[src/hw/lsu_consts.svh]
// load/store unit constants
`ifndef LSU_CONSTS_SVH
`define LSU_CONSTS_SVH

// data memory geometry
`define MEM_SIZE   4096  // bytes, must be a multiple of 4
`define MEM_ADDR_W 12    // byte address width, log2 of MEM_SIZE

// risc-v funct3 codes shared by loads and stores
`define F3_B  3'b000  // signed byte
`define F3_H  3'b001  // signed halfword
`define F3_W  3'b010  // word
`define F3_BU 3'b100  // unsigned byte, loads only
`define F3_HU 3'b101  // unsigned halfword, loads only

// codes 3, 6 and 7 are unused by the base integer loads and stores
// and are treated as illegal in both directions

`endif

[src/hw/lsu_pkg.sv]
// load/store unit types
`include "lsu_consts.svh"

package lsu_pkg;

  typedef logic [31:0] word_t;                 // data word
  typedef logic [`MEM_ADDR_W-1:0] addr_t;      // byte address into data memory
  typedef logic [2:0] funct3_t;                // access code from the instruction

  // access width after decode
  typedef enum logic [1:0] {
    BYTE     = 2'd0,
    HALFWORD = 2'd1,
    WORD     = 2'd2
  } mem_width_t;

  // reason held by the fault register
  typedef enum logic [1:0] {
    NO_FAULT         = 2'd0,
    MISALIGNED_LOAD  = 2'd1,
    MISALIGNED_STORE = 2'd2,
    ILLEGAL_ACCESS   = 2'd3
  } fault_cause_t;

endpackage

[src/hw/access_fault_capture.sv]
// sticky access fault register
`timescale 1ns/10ps

module access_fault_capture (
  input  logic                  clk,
  input  logic                  rst_n,
  input  logic                  req,
  input  logic                  write_enable,
  input  logic                  misaligned,
  input  logic                  illegal,
  input  lsu_pkg::addr_t        address,
  input  logic                  fault_clear,
  output logic                  fault,
  output lsu_pkg::addr_t        fault_addr,
  output lsu_pkg::fault_cause_t fault_cause
);

  logic                  capture;     // first fault while register is empty
  lsu_pkg::fault_cause_t next_cause;

  assign capture = req && (misaligned || illegal) && !fault;

  // an illegal code outranks misalignment
  always_comb begin
    if (illegal) begin
      next_cause = lsu_pkg::ILLEGAL_ACCESS;
    end else if (write_enable) begin
      next_cause = lsu_pkg::MISALIGNED_STORE;
    end else begin
      next_cause = lsu_pkg::MISALIGNED_LOAD;
    end
  end

  always_ff @(posedge clk or negedge rst_n) begin
    if (!rst_n) begin
      fault       <= 1'b0;
      fault_cause <= lsu_pkg::NO_FAULT;
      fault_addr  <= '0;
    end else if (fault_clear) begin  // clear beats a same-cycle capture
      fault       <= 1'b0;
      fault_cause <= lsu_pkg::NO_FAULT;
    end else if (capture) begin
      fault       <= 1'b1;
      fault_cause <= next_cause;
      fault_addr  <= address;
    end
  end

  // cause and flag stay consistent
  cause_matches_flag : assert property (
    @(posedge clk) disable iff (!rst_n)
    (fault_cause == lsu_pkg::NO_FAULT) == !fault
  ) else $error("fault flag %0b with cause %s", fault, fault_cause.name());

  // a held fault is frozen until software clears it
  fault_is_sticky : assert property (
    @(posedge clk) disable iff (!rst_n)
    fault && !fault_clear |=> fault && $stable(fault_addr) && $stable(fault_cause)
  ) else $error("held fault changed without a clear");

endmodule

[config.mk]
export PLATFORM = sky130hd
export DESIGN_NAME = access_fault_capture
export DESIGN_NICKNAME = d
export VERILOG_FILES = /design/src/hw/lsu_pkg.sv /design/src/hw/access_fault_capture.sv
export VERILOG_INCLUDE_DIRS = /design/src /design/src/hw
export SDC_FILE = /design/constraint.sdc
export NUM_CORES = 1
export LEC_CHECK = 0
export BUFFER_PORTS_ARGS = -buffer_cell sky130_fd_sc_hd__buf_2
export CAP_MARGIN = 20
export CORE_MARGIN = 4
export CORE_UTILIZATION = 45
export CTS_BUF_LIST = sky130_fd_sc_hd__clkbuf_16
export CTS_CLUSTER_DIAMETER = 40
export DETAILED_ROUTE_END_ITERATION = 7
export PLACE_DENSITY = 0.88
export SLEW_MARGIN = 5
export SYNTH_ARGS = -nofsm -noshare
export SYNTH_HDL_FRONTEND = slang
export SYNTH_SLANG_ARGS = --single-unit
[constraint.sdc]
create_clock -name clk -period 2.6 [get_ports clk]
set_input_delay 0.26 -clock clk [delete_from_list [all_inputs] [get_ports clk]]
set_output_delay 0.26 -clock clk [all_outputs]
set_load 0.05 [all_outputs]
==> summary.md <==
| Metric | Value |
|---|---|
| # setup viols final | 0 |
| Hold Path Class | in2reg |
| Most common cell after layout, fill and taps aside | buf_2 |
| Final worst path period share | 0.5149 |
| Post-DRT Antenna Nets | 0 |
| Crit-path cells | nor2b_4 > nand3b_4 > mux2_4 |
| Critical path arrival | 1.46 ns |
| Starting Density | 0.4859 |
| DR DRC count | 0 |
| Via/cell ratio | 4.824 |
| CTS root buf | clkbuf_16 |
| Layout cells sized above 1 | 0.6711 |
| WL per Instance | 14.64 µm |
| LEAKAGE | 0.5022 nW |
| Worst skew pair latency | 0.24 ns |
| Setup TNS | 0 ns |
| Fmax | 0.7469 GHz |
| Fin. Hold Viols | 0 |
| Ports | 34 |
| Number of global-route vias before repair | 485 |
| Ant diodes | 0 |
| Filler cell count | 101 |
| Routed WL | 1332 µm |
| IO Port Bufs | 33 |
| Tot GR Track Use | 0.1487 |
| Avg Cell Area, Syn | 16.62 µm² |
| Post-layout util | 0.6820 |
| Via count | 439 |
| Worst EP required | 2.72 ns |
| Synth-to-layout area growth | 40.35% |
| CP Max Fanout | 12 |
| Clk sinks | 15 |
| DP Area | 820.8 µm² |
| Largest net degree at the start of global routing | 16 |
| Worst IR Drop VDD | 0.0005200 V |
| First-pass GRT wire length | 2173 µm |
| CTS tree | yes |
| GRT Residual Overflow | 0 |
| Max-cap violation count | 0 |
| Crit end category | flop |
| Syn Nets | 58 |
| Most frequent cells in the layout | 33 x buf_2, 15 x dfrtp_1, 10 x mux2_4, 3 x a21oi_1, 3 x clkbuf_16 |
| Final Wtd Congestion | 0.7304 |
| Distinct cells, synth | 12 |
| Die area | 0.002111 mm² |
| Min cycle time layout | 1.339 ns |
| Num rows | 13 |
| Status | finished clean |
| H-tree Lvls | 1 |
| Critical path class | reg2reg |
| Reg clk slew, reported paths | 0.04 ns |
| Worst Setup Start Kind | flop |
| Synthesis Warnings | 0 |
| Cts repair resizes | 0 |
| Gate Count Post-Synth | 39 |
| Overall power | 0.8926 mW |
| FF/Latch Area | 375.4 µm² |
| Vert. Die Dim | 45.95 µm |
| Setup Skew | 0.001006 ns |
| Synth Register Bits | 15 |
| Post-route cell area | 909.6 µm² |
| Initial antenna violation count | 0 |
| Core Area | 0.001334 mm² |
| Slew Limit Fails | 0 |
| Starting DRT DRC Count | 7 |
| Die W | 45.95 µm |
| Crit-path max cell delay | 0.42 ns |
| CTS Buf Count | 3 |
| Unrepaired setup endpoints after global routing | false |
| NumNets Final | 96 |
| Slew @ Worst Pin | 0.3248 ns |
| Rel. slew slack | 0.7835 |
| Critical path's slowest cell | dfrtp_1 |
| TritonRoute pass-1 iters | 2 |
| Power per Cell Area | 981.3 mW/mm² |
| Area of the multi-input gates | 261.5 µm² |
| Synthesized area | 648.1 µm² |
| Seq/Total Area, Yosys | 0.5792 |
| Longest Clk Path Bufs | 2 |
[cell type report]
class	instances	share of cell area
Clock buffer	3	0.08253
Sequential cell	15	0.4127
Tap cell	15	0.02063
Clock inverter	1	0.004127
Timing Repair Buffer	34	0.1926
Multi-Input combinational cell	23	0.2875
[per-layer routing]
layer / vias to the layer above / part of all wire / track usage
li1: 216 / - / -
met1: 205 / 0.40 / 0.1687
met2: 18 / 0.52 / 0.2555
met3: 0 / 0.079 / 0.02767
met4: 0 / 0 / 0.08523
met5: - / 0 / 0
[cells by family (layout without fill, tap and decap cells)]
kind of cell	after synthesis	after routing	share of synthesized area
AO/OA/AOI/OAI	4	4	0.03668
buffers and inverters	1	38	0.01737
flip-flops	15	15	0.5792
multiplexers	12	12	0.2664
AND/OR/NAND/NOR	7	7	0.1004
[worst max-delay path, delay by kind of cell, from the launching register on]
| kind | cells | cell delay, ns |
|---|---|---|
| DFF | 1 | 0.42 |
| and+or+nand+nor | 2 | 0.44 |
| muxes | 1 | 0.36 |
[registers in the layout (all words and copies together) (netlist names)]
name         cells
fault_addr      12
fault_cause      2
fault            1
[timing repair]
item                      in CTS  in global routing
hold endpoints to repair      15                  0
buffers inserted               0                  0
hold buffers                   1                  0
[through the flow]
stage	cells	setup WS [ns]	hold WS, ns
after global placement	86	1.278	0.1694
after CTS	91	1.263	0.2334
after detailed placement	86	1.254	0.1814
final	91	1.261	0.2396
after global routing	91	1.193	0.2461
after floorplan	39	1.123	-0.03559
[cell usage after synthesis, drive strengths merged]
master | instances | area share
buf | 1 | 0.017
mux2 | 12 | 0.27
a21oi | 3 | 0.023
and4b | 1 | 0.015
nand3b | 1 | 0.031
or2 | 1 | 0.014
nor3 | 1 | 0.0077
a311oi | 1 | 0.014
nor2b | 1 | 0.021
dfrtp | 15 | 0.58
nor2 | 2 | 0.012
[path summary, 6_finish.rpt]
| path | from | cells after the start | slack (ns) | to |
|---|---|---|---|---|
| worst max-delay path | fault | 3 | 1.26 | fault_addr[5] |
| worst min-delay path | fault_clear | 2 | 0.24 | fault_cause[0] |
| worst max register to register | fault | 3 | 1.26 | fault_addr[5] |
| worst min register to register | fault_addr[7] | 1 | 0.50 | fault_addr[7] |
| max in group asynchronous | rst_n | 2 | 1.91 | fault_addr[4] |
| min in group asynchronous | rst_n | 2 | 0.45 | fault_addr[8] |
[where the power goes]
| part | internal, mW | total (mW) | leakage (nW) | switching [mW] |
|---|---|---|---|---|
| clock | 0.203 | 0.284 | 0.0423 | 0.0817 |
| sequential | 0.278 | 0.301 | 0.181 | 0.0227 |
| combinational | 0.0985 | 0.307 | 0.279 | 0.209 |
Power figures use the tool's default switching activity.
